==> config.mk <==
export PLATFORM = sky130hd
export DESIGN_NAME = pipe_front_top
export DESIGN_NICKNAME = d
export VERILOG_FILES = /design/src/pipe_ctrl_pkg.sv /design/src/ctrl.sv /design/src/hazard_unit.sv /design/src/pc_reg.sv /design/src/pipe_front_top.sv /design/src/pipe_reg.sv
export SDC_FILE = /design/constraint.sdc
export NUM_CORES = 1
export LEC_CHECK = 0
export BUFFER_PORTS_ARGS = -buffer_cell sky130_fd_sc_hd__buf_2
export CORE_UTILIZATION = 45
export DETAILED_ROUTE_END_ITERATION = 7
export GPL_ROUTABILITY_DRIVEN = 0
export PLACE_DENSITY = 0.85
export SYNTH_ARGS = -nofsm -noshare
export SYNTH_HDL_FRONTEND = slang
export SYNTH_SLANG_ARGS = --single-unit
==> constraint.sdc <==
create_clock -name clk -period 4.4 [get_ports clk]
set_clock_uncertainty 0.05 [all_clocks]
set_input_delay 0.88 -clock clk [delete_from_list [all_inputs] [get_ports clk]]
set_output_delay 0.88 -clock clk [all_outputs]
set_load 0.01 [all_outputs]
==> src/pipe_ctrl_pkg.sv <==
// ~~~~~~~~~~~~~~~~~~~~~~~~~~~~~~
// pipe_ctrl_pkg: widths, opcodes and stage
// payload / control structs for the front end
// ~~~~~~~~~~~~~~~~~~~~~~~~~~~~~~
package pipe_ctrl_pkg;

    // machine word, instruction and address width
    localparam int XLEN = 32;

    // fetch address after reset
    localparam logic [XLEN-1:0] RESET_PC = 32'h0000_0000;

    // sequential fetch step, one 32-bit instruction
    localparam logic [XLEN-1:0] PC_STEP = 32'd4;

    // register index width
    localparam int REG_W = 5;

    // opcode field
    localparam int OPC_W = 7;
    localparam logic [OPC_W-1:0] OP_LOAD = 7'b0000011;

    // instruction field positions (base encoding)
    localparam int RD_LSB  = 7;
    localparam int RS1_LSB = 15;
    localparam int RS2_LSB = 20;

    // fetch -> decode payload
    typedef struct packed {
        logic [XLEN-1:0] pc;
        logic [XLEN-1:0] inst;
    } fetch_pkt_t;

    // decode -> dispatch payload
    // only what the hazard check needs is decoded
    typedef struct packed {
        logic [XLEN-1:0]  pc;
        logic [XLEN-1:0]  inst;
        logic [REG_W-1:0] rd;
        logic             is_load;
    } disp_pkt_t;

    // per-stage controls from ctrl
    typedef struct packed {
        // pc and if/id keep contents
        logic hold_fetch;
        // if/id and id/disp lose their entries
        logic flush;
        // id/disp keeps contents
        logic hold_dispatch;
        // id/disp loads an empty slot
        logic bubble_dispatch;
    } stage_ctrl_t;

endpackage

==> src/ctrl.sv <==
// ~~~~~~~~~~~~~~~~~~~~~~~~~~~~~~
// ctrl: merges jump, stall and flush
// requests into stage controls
// ~~~~~~~~~~~~~~~~~~~~~~~~~~~~~~
module ctrl
    import pipe_ctrl_pkg::*;
(
    // assertion sampling only
    input  logic            clk,

    // from execute
    input  logic            jump_i,
    input  logic [XLEN-1:0] jump_addr_i,
    input  logic            ex_stall_i,
    // atomic unit busy
    input  logic            atom_busy_i,

    // from interrupt controller
    input  logic            irq_flush_i,

    // from hazard unit
    input  logic            hdu_stall_i,

    // to pipeline registers
    output stage_ctrl_t     ctrl_o,

    // to pc_reg
    output logic            jump_o,
    output logic [XLEN-1:0] jump_addr_o
);

    // jump has to wait for the atomic op
    logic atom_hold;

    assign atom_hold = atom_busy_i & jump_i;

    // target passes straight through
    assign jump_addr_o = jump_addr_i;

    // redirect only once execute and atomic unit let go
    assign jump_o = jump_i & ~ex_stall_i & ~atom_hold;

    // a taken jump kills the dependent instruction anyway,
    // so the load-use stall is dropped then
    assign ctrl_o.hold_fetch = ex_stall_i | (hdu_stall_i & ~jump_i) | atom_hold;

    // redirect or interrupt empties front stages
    assign ctrl_o.flush = jump_o | irq_flush_i;

    // execute back-pressure freezes dispatch too
    assign ctrl_o.hold_dispatch = ex_stall_i;

    // front held but dispatch moving, insert empty slot
    assign ctrl_o.bubble_dispatch = ctrl_o.hold_fetch & ~ctrl_o.hold_dispatch;

    // redirect must not start under back-pressure
    a_no_jump_in_stall: assert property (
        @(posedge clk) $rose(jump_o) |-> !ex_stall_i
    ) else $error("ctrl: jump_o rose during ex_stall_i");

endmodule

==> src/hazard_unit.sv <==
// ~~~~~~~~~~~~~~~~~~~~~~~~~~~~~~
// hazard_unit: load-use check between
// decode and dispatch
// ~~~~~~~~~~~~~~~~~~~~~~~~~~~~~~
module hazard_unit
    import pipe_ctrl_pkg::*;
(
    // decode stage
    input  logic            id_valid_i,
    input  logic [XLEN-1:0] id_inst_i,

    // dispatch stage
    input  logic            disp_valid_i,
    input  disp_pkt_t       disp_pkt_i,

    // to ctrl
    output logic            stall_o
);

    logic [REG_W-1:0] rs1;
    logic [REG_W-1:0] rs2;
    logic             rd_nonzero;
    logic             rs1_hit;
    logic             rs2_hit;
    logic             load_in_disp;

    // source fields of the decode instruction
    // decoded for every format, a false match only costs a bubble
    assign rs1 = id_inst_i[RS1_LSB +: REG_W];
    assign rs2 = id_inst_i[RS2_LSB +: REG_W];

    // x0 never carries a dependency
    assign rd_nonzero = (disp_pkt_i.rd != '0);

    // compare against load destination
    assign rs1_hit = (disp_pkt_i.rd == rs1);
    assign rs2_hit = (disp_pkt_i.rd == rs2);

    // live load sitting in dispatch
    assign load_in_disp = disp_valid_i & disp_pkt_i.is_load;

    // both stages must hold real instructions
    always_comb begin
        stall_o = 1'b0;
        if (id_valid_i && load_in_disp && rd_nonzero) begin
            // data not back until after dispatch,
            // so the consumer waits one cycle
            if (rs1_hit || rs2_hit) begin
                stall_o = 1'b1;
            end
        end
    end

endmodule

==> src/pc_reg.sv <==
// ~~~~~~~~~~~~~~~~~~~~~~~~~~~~~~
// program counter for the fetch stage
// ~~~~~~~~~~~~~~~~~~~~~~~~~~~~~~
module pc_reg
    import pipe_ctrl_pkg::*;
(
    input  logic            clk,
    input  logic            reset_i,

    // from ctrl
    input  logic            hold_i,
    input  logic            jump_i,
    input  logic [XLEN-1:0] jump_addr_i,

    // to fetch
    output logic [XLEN-1:0] pc_o
);

    logic [XLEN-1:0] pc_q;

    // priority: reset, redirect, hold, step
    always_ff @(posedge clk) begin
        if (reset_i) begin
            pc_q <= RESET_PC;
        end else if (jump_i) begin
            // redirect from execute
            pc_q <= jump_addr_i;
        end else if (hold_i) begin
            // stall refetches the same address
            pc_q <= pc_q;
        end else begin
            pc_q <= pc_q + PC_STEP;
        end
    end

    assign pc_o = pc_q;

    // fetch address must stay word aligned,
    // which also catches a misaligned jump target one cycle later
    property p_pc_aligned;
        @(posedge clk) disable iff (reset_i)
        pc_q[1:0] == 2'b00;
    endproperty

    a_pc_aligned: assert property (p_pc_aligned)
        else $error("pc_reg: misaligned pc %h", pc_q);

endmodule

==> src/pipe_front_top.sv <==
// ~~~~~~~~~~~~~~~~~~~~~~~~~~~~~~
// pipe_front_top: pc, if/id, id/disp,
// hazard check and stage control
// ~~~~~~~~~~~~~~~~~~~~~~~~~~~~~~
module pipe_front_top
    import pipe_ctrl_pkg::*;
(
    input  logic            clk,
    input  logic            reset_i,

    // instruction at pc_o
    input  logic [XLEN-1:0] inst_i,

    // from execute
    input  logic            jump_i,
    input  logic [XLEN-1:0] jump_addr_i,
    input  logic            ex_stall_i,

    // atomic unit and interrupt controller
    input  logic            atom_busy_i,
    input  logic            irq_flush_i,

    // fetch
    output logic [XLEN-1:0] pc_o,

    // decode stage
    output logic            id_valid_o,
    output logic [XLEN-1:0] id_inst_o,

    // dispatch stage
    output logic            disp_valid_o,
    output disp_pkt_t       disp_pkt_o,

    // control observation
    output stage_ctrl_t     ctrl_o,
    output logic            jump_o
);

    fetch_pkt_t      fetch_pkt;
    fetch_pkt_t      id_pkt;
    disp_pkt_t       dec_pkt;
    logic            hdu_stall;
    logic [XLEN-1:0] jump_addr;
    logic            disp_clear;

    // fetch payload
    assign fetch_pkt.pc   = pc_o;
    assign fetch_pkt.inst = inst_i;

    // minimal decode for the hazard check
    assign dec_pkt.pc      = id_pkt.pc;
    assign dec_pkt.inst    = id_pkt.inst;
    assign dec_pkt.rd      = id_pkt.inst[RD_LSB +: REG_W];
    assign dec_pkt.is_load = (id_pkt.inst[OPC_W-1:0] == OP_LOAD);

    assign id_inst_o = id_pkt.inst;

    // flush or bubble empties dispatch
    assign disp_clear = ctrl_o.flush | ctrl_o.bubble_dispatch;

    pc_reg u_pc_reg (
        .clk         (clk),
        .reset_i     (reset_i),
        .hold_i      (ctrl_o.hold_fetch),
        .jump_i      (jump_o),
        .jump_addr_i (jump_addr),
        .pc_o        (pc_o)
    );

    // fetch -> decode
    pipe_reg #(.payload_t(fetch_pkt_t)) if_id_reg (
        .clk     (clk),
        .reset_i (reset_i),
        .hold_i  (ctrl_o.hold_fetch),
        .clear_i (ctrl_o.flush),
        .d_i     (fetch_pkt),
        .q_o     (id_pkt),
        .valid_o (id_valid_o)
    );

    // decode -> dispatch
    pipe_reg #(.payload_t(disp_pkt_t)) id_disp_reg (
        .clk     (clk),
        .reset_i (reset_i),
        .hold_i  (ctrl_o.hold_dispatch),
        .clear_i (disp_clear),
        .d_i     (dec_pkt),
        .q_o     (disp_pkt_o),
        .valid_o (disp_valid_o)
    );

    hazard_unit u_hazard_unit (
        .id_valid_i   (id_valid_o),
        .id_inst_i    (id_pkt.inst),
        .disp_valid_i (disp_valid_o),
        .disp_pkt_i   (disp_pkt_o),
        .stall_o      (hdu_stall)
    );

    ctrl u_ctrl (
        .clk         (clk),
        .jump_i      (jump_i),
        .jump_addr_i (jump_addr_i),
        .ex_stall_i  (ex_stall_i),
        .atom_busy_i (atom_busy_i),
        .irq_flush_i (irq_flush_i),
        .hdu_stall_i (hdu_stall),
        .ctrl_o      (ctrl_o),
        .jump_o      (jump_o),
        .jump_addr_o (jump_addr)
    );

endmodule

==> src/pipe_reg.sv <==
// ~~~~~~~~~~~~~~~~~~~~~~~~~~~~~~
// pipeline stage register with hold and clear
// ~~~~~~~~~~~~~~~~~~~~~~~~~~~~~~
module pipe_reg
    import pipe_ctrl_pkg::*;
#(
    parameter type payload_t = fetch_pkt_t
) (
    input  logic     clk,
    input  logic     reset_i,

    // stage controls
    input  logic     hold_i,
    input  logic     clear_i,

    input  payload_t d_i,
    output payload_t q_o,
    output logic     valid_o
);

    payload_t q_q;
    logic     valid_q;

    // valid bit: reset, clear, hold, load
    always_ff @(posedge clk) begin
        if (reset_i) begin
            valid_q <= 1'b0;
        end else if (clear_i) begin
            valid_q <= 1'b0;
        end else if (!hold_i) begin
            valid_q <= 1'b1;
        end
    end

    // payload follows d_i unless held
    always_ff @(posedge clk) begin
        if (!hold_i) begin
            q_q <= d_i;
        end
    end

    assign q_o     = q_q;
    assign valid_o = valid_q;

    // held live entry keeps payload
    a_hold_stable: assert property (
        @(posedge clk) disable iff (reset_i)
        (valid_q && hold_i && !clear_i) |=> (valid_q && $stable(q_q))
    ) else $error("pipe_reg: held entry changed");

endmodule

==> results.toml <==
[place]
place_worst_setup_slack_ns = 0.742
port_buffers = 210
post-place-cells = 785
post_dp_cell_area_mm2 = 0.00721
place.detailed.hpwl_um = 10500

[clock_tree]
htree_num_levels = 4
cts_setup_buffers = 0
tritoncts = "yes"
hold_buffers = 0
path_clk_slew_ns = 0.06
numClockSinks = 163
numCtsBuffers = 17
clock_path_buffers = 2
clock_latency_ns = 0.42
cts.repair.resized = 0
clock_tree.root_cell = "clkbuf_16"

[timing]
hold_viol = 0
fmax_ghz = 0.287
maxSlewHeadroom_pct = 20.1
worst_hold_slack_ns = 0.368
rsz_0062_raised_after_global_routing = "false"
finalSetupViolCount = 0
setup-tns-final_ns = 0
final_min_period_over_clock_period_pct = 79.3
period_minus_slack_ns = 3.49
finalMaxSlewViolations = 0
post-route-worst-setup-slack_ns = 0.911
measured_slew_at_the_worst_slew_check_pin_ns = 1.20

[pwr]
lkg_pwr_nw = 3.16
max-vdd-ir-drop_mv = 0.297
report.power.total_mw = 3.60
pwr_density_cell_mw_per_mm2 = 459

[synth]
syn_nets = 526
synthFlopType = "edfxtp_1"
synth-async-reset-ratio_pct = 0
yosysMostFrequentCell = "edfxtp_1"
yosysSeqAreaShare_pct = 72.5
synth.ff_latch_count = 163
synth.cell_area_mm2 = 0.00629
yosys_cell_types = 47
synthTopCellsByArea = "edfxtp_1 62%, dfxtp_1 11%, buf_4 4.9%"
synth_top_cells_by_count = "129 x edfxtp_1, 41 x buf_4, 36 x nand2_1, 34 x dfxtp_1, 31 x a21oi_1"
syn_inst = 455
edff_count_synth = 129
postSynthAreaPerCell_um2 = 13.8
synthDominantCellAreaShare_pct = 61.6
synth_top_cell_by_area = "edfxtp_1"
synth.yosys.warnings = 0

[cells_and_area]
post-route-util_pct = 58.2
nFillCells = 1110
n_antenna_cell = 0
final_standard_cell_count_with_taps_included_and_fillers_excluded = 817
net_count_of_the_finished_layout = 699
fin_area_mm2 = 0.00783
drive_gt1_share_pct = 39.2
synth_to_layout_area_growth_pct = 24.5

[floorplanning]
design.core.area_mm2 = 0.0135
dieArea_mm2 = 0.0144
num_rows = 42
floorplan.initialDensity_pct = 46.7
die_extent_in_x_um = 120
chipHeight_um = 120
floorplan.io_pins = 211

[run]
maxCapViolations = 0

[global_routing]
maximum_number_of_pins_on_one_net_before_global_route_repair = 57
antenna_violations_before_repair = 0
via_count_of_the_first_global_routing_pass = 4130
grt_first_pass_wirelength_um = 22800
aggregate_global_routing_overflow = 0
globalRouteTotalUtil_pct = 21.3

[routing]
wirelength_um = 15000
total_vias_in_the_final_route = 4405
drcViolationCount = 0
drtPass1Iterations = 5
routed_via_density = 5.39
ant_nets = 0
routedWlPerCell_um = 18.4
drt_iter0_drc = 683

[worst_hold_path]
worstHoldPathType = "register to register"

[critical_path]
cp_data_arrival_time_ns = 2.56
crit_path_end_kind = "primary output"
critical_path.max_fanout = 37
startpoint_type = "input pin"
timing_worst_setup_path_type = "input pin to primary output"
timing.critical_path.required_ns = 3.47

[outcome]
status = "completed"
[cell usage in the layout (no fill, tap or decap), drive strengths merged, types with 4 or more instances in the layout]
cell type	n
xnor2	5
nor3	6
clkbuf	27
and3	4
edfxtp	129
nand4	13
buf	215
o21ai	14
nor4	5
dfxtp	34
inv	11
o221ai	5
a21oi	31
o22ai	7
a211oi	13
nand2	36
xor2	10
nand3	12
nor2	24
[routing by layer]
| layer | track usage (%) | vias up | wire length (um) |
|---|---|---|---|
| met3 | 5.42 | 37 | 1380 |
| met1 | 27.3 | 2070 | 5860 |
| met5 | 0 | - | 0 |
| li1 | - | 2023 | - |
| met2 | 34.2 | 275 | 7410 |
| met4 | 9.38 | 0 | 403 |
[path summary, 6_finish.rpt]
| check | end | from | slack [ns] | cells after the start |
|---|---|---|---|---|
| worst max-delay path | ctrl_o[3] | jump_i | 0.91 | 7 |
| worst min-delay path | id_disp_reg.q_o[60] | if_id_reg.q_o[54] | 0.37 | 0 |
| worst max register to register | u_pc_reg.pc_o[31] | id_disp_reg.q_o[1] | 1.18 | 7 |
| worst min register to register | id_disp_reg.q_o[60] | if_id_reg.q_o[54] | 0.37 | 0 |
[kinds of logic after synthesis]
logic type,Yosys count,synth area share [%]
buf+inv,71,6.87
simple gates,112,8.68
mux,1,0.159
compound gates,92,9.55
flops,163,72.5
xor+xnor,15,2.09
fa+ha+maj,1,0.199
[layout make-up]
cell class	count	area (um^2)	share of cell area [%]
sequential	163	4550	58.2
tap	176	220	2.81
inverter	10	40.0	0.512
timing repair buffer	215	1090	13.9
clock buffer	27	589	7.53
clock inverter	5	27.5	0.352
multi-input combinational	221	1310	16.7
[flip-flops by register name, indices dropped and copies added (netlist names)]
name                 count
id_disp_reg.q_o         65
if_id_reg.q_o           64
u_pc_reg.pc_o           32
id_disp_reg.valid_o      1
if_id_reg.valid_o        1
[report_power, final]
group	internal [mW]	total, mW	switching, mW	leakage [nW]
Sequential	1.78	1.84	0.0651	1.55
Combinational	0.108	0.276	0.168	1.31
Clock	0.918	1.48	0.559	0.303
Total	2.80	3.60	0.792	3.16
[worst max-delay path, cell delays in order]
cell and delay [ns]:
buf_2 0.21, inv_2 0.22, and4_1 0.28, o21ai_2 0.08
o21a_4 0.50, inv_4 0.19, buf_2 0.19
No activity file was read; power rests on OpenSTA's default activity.
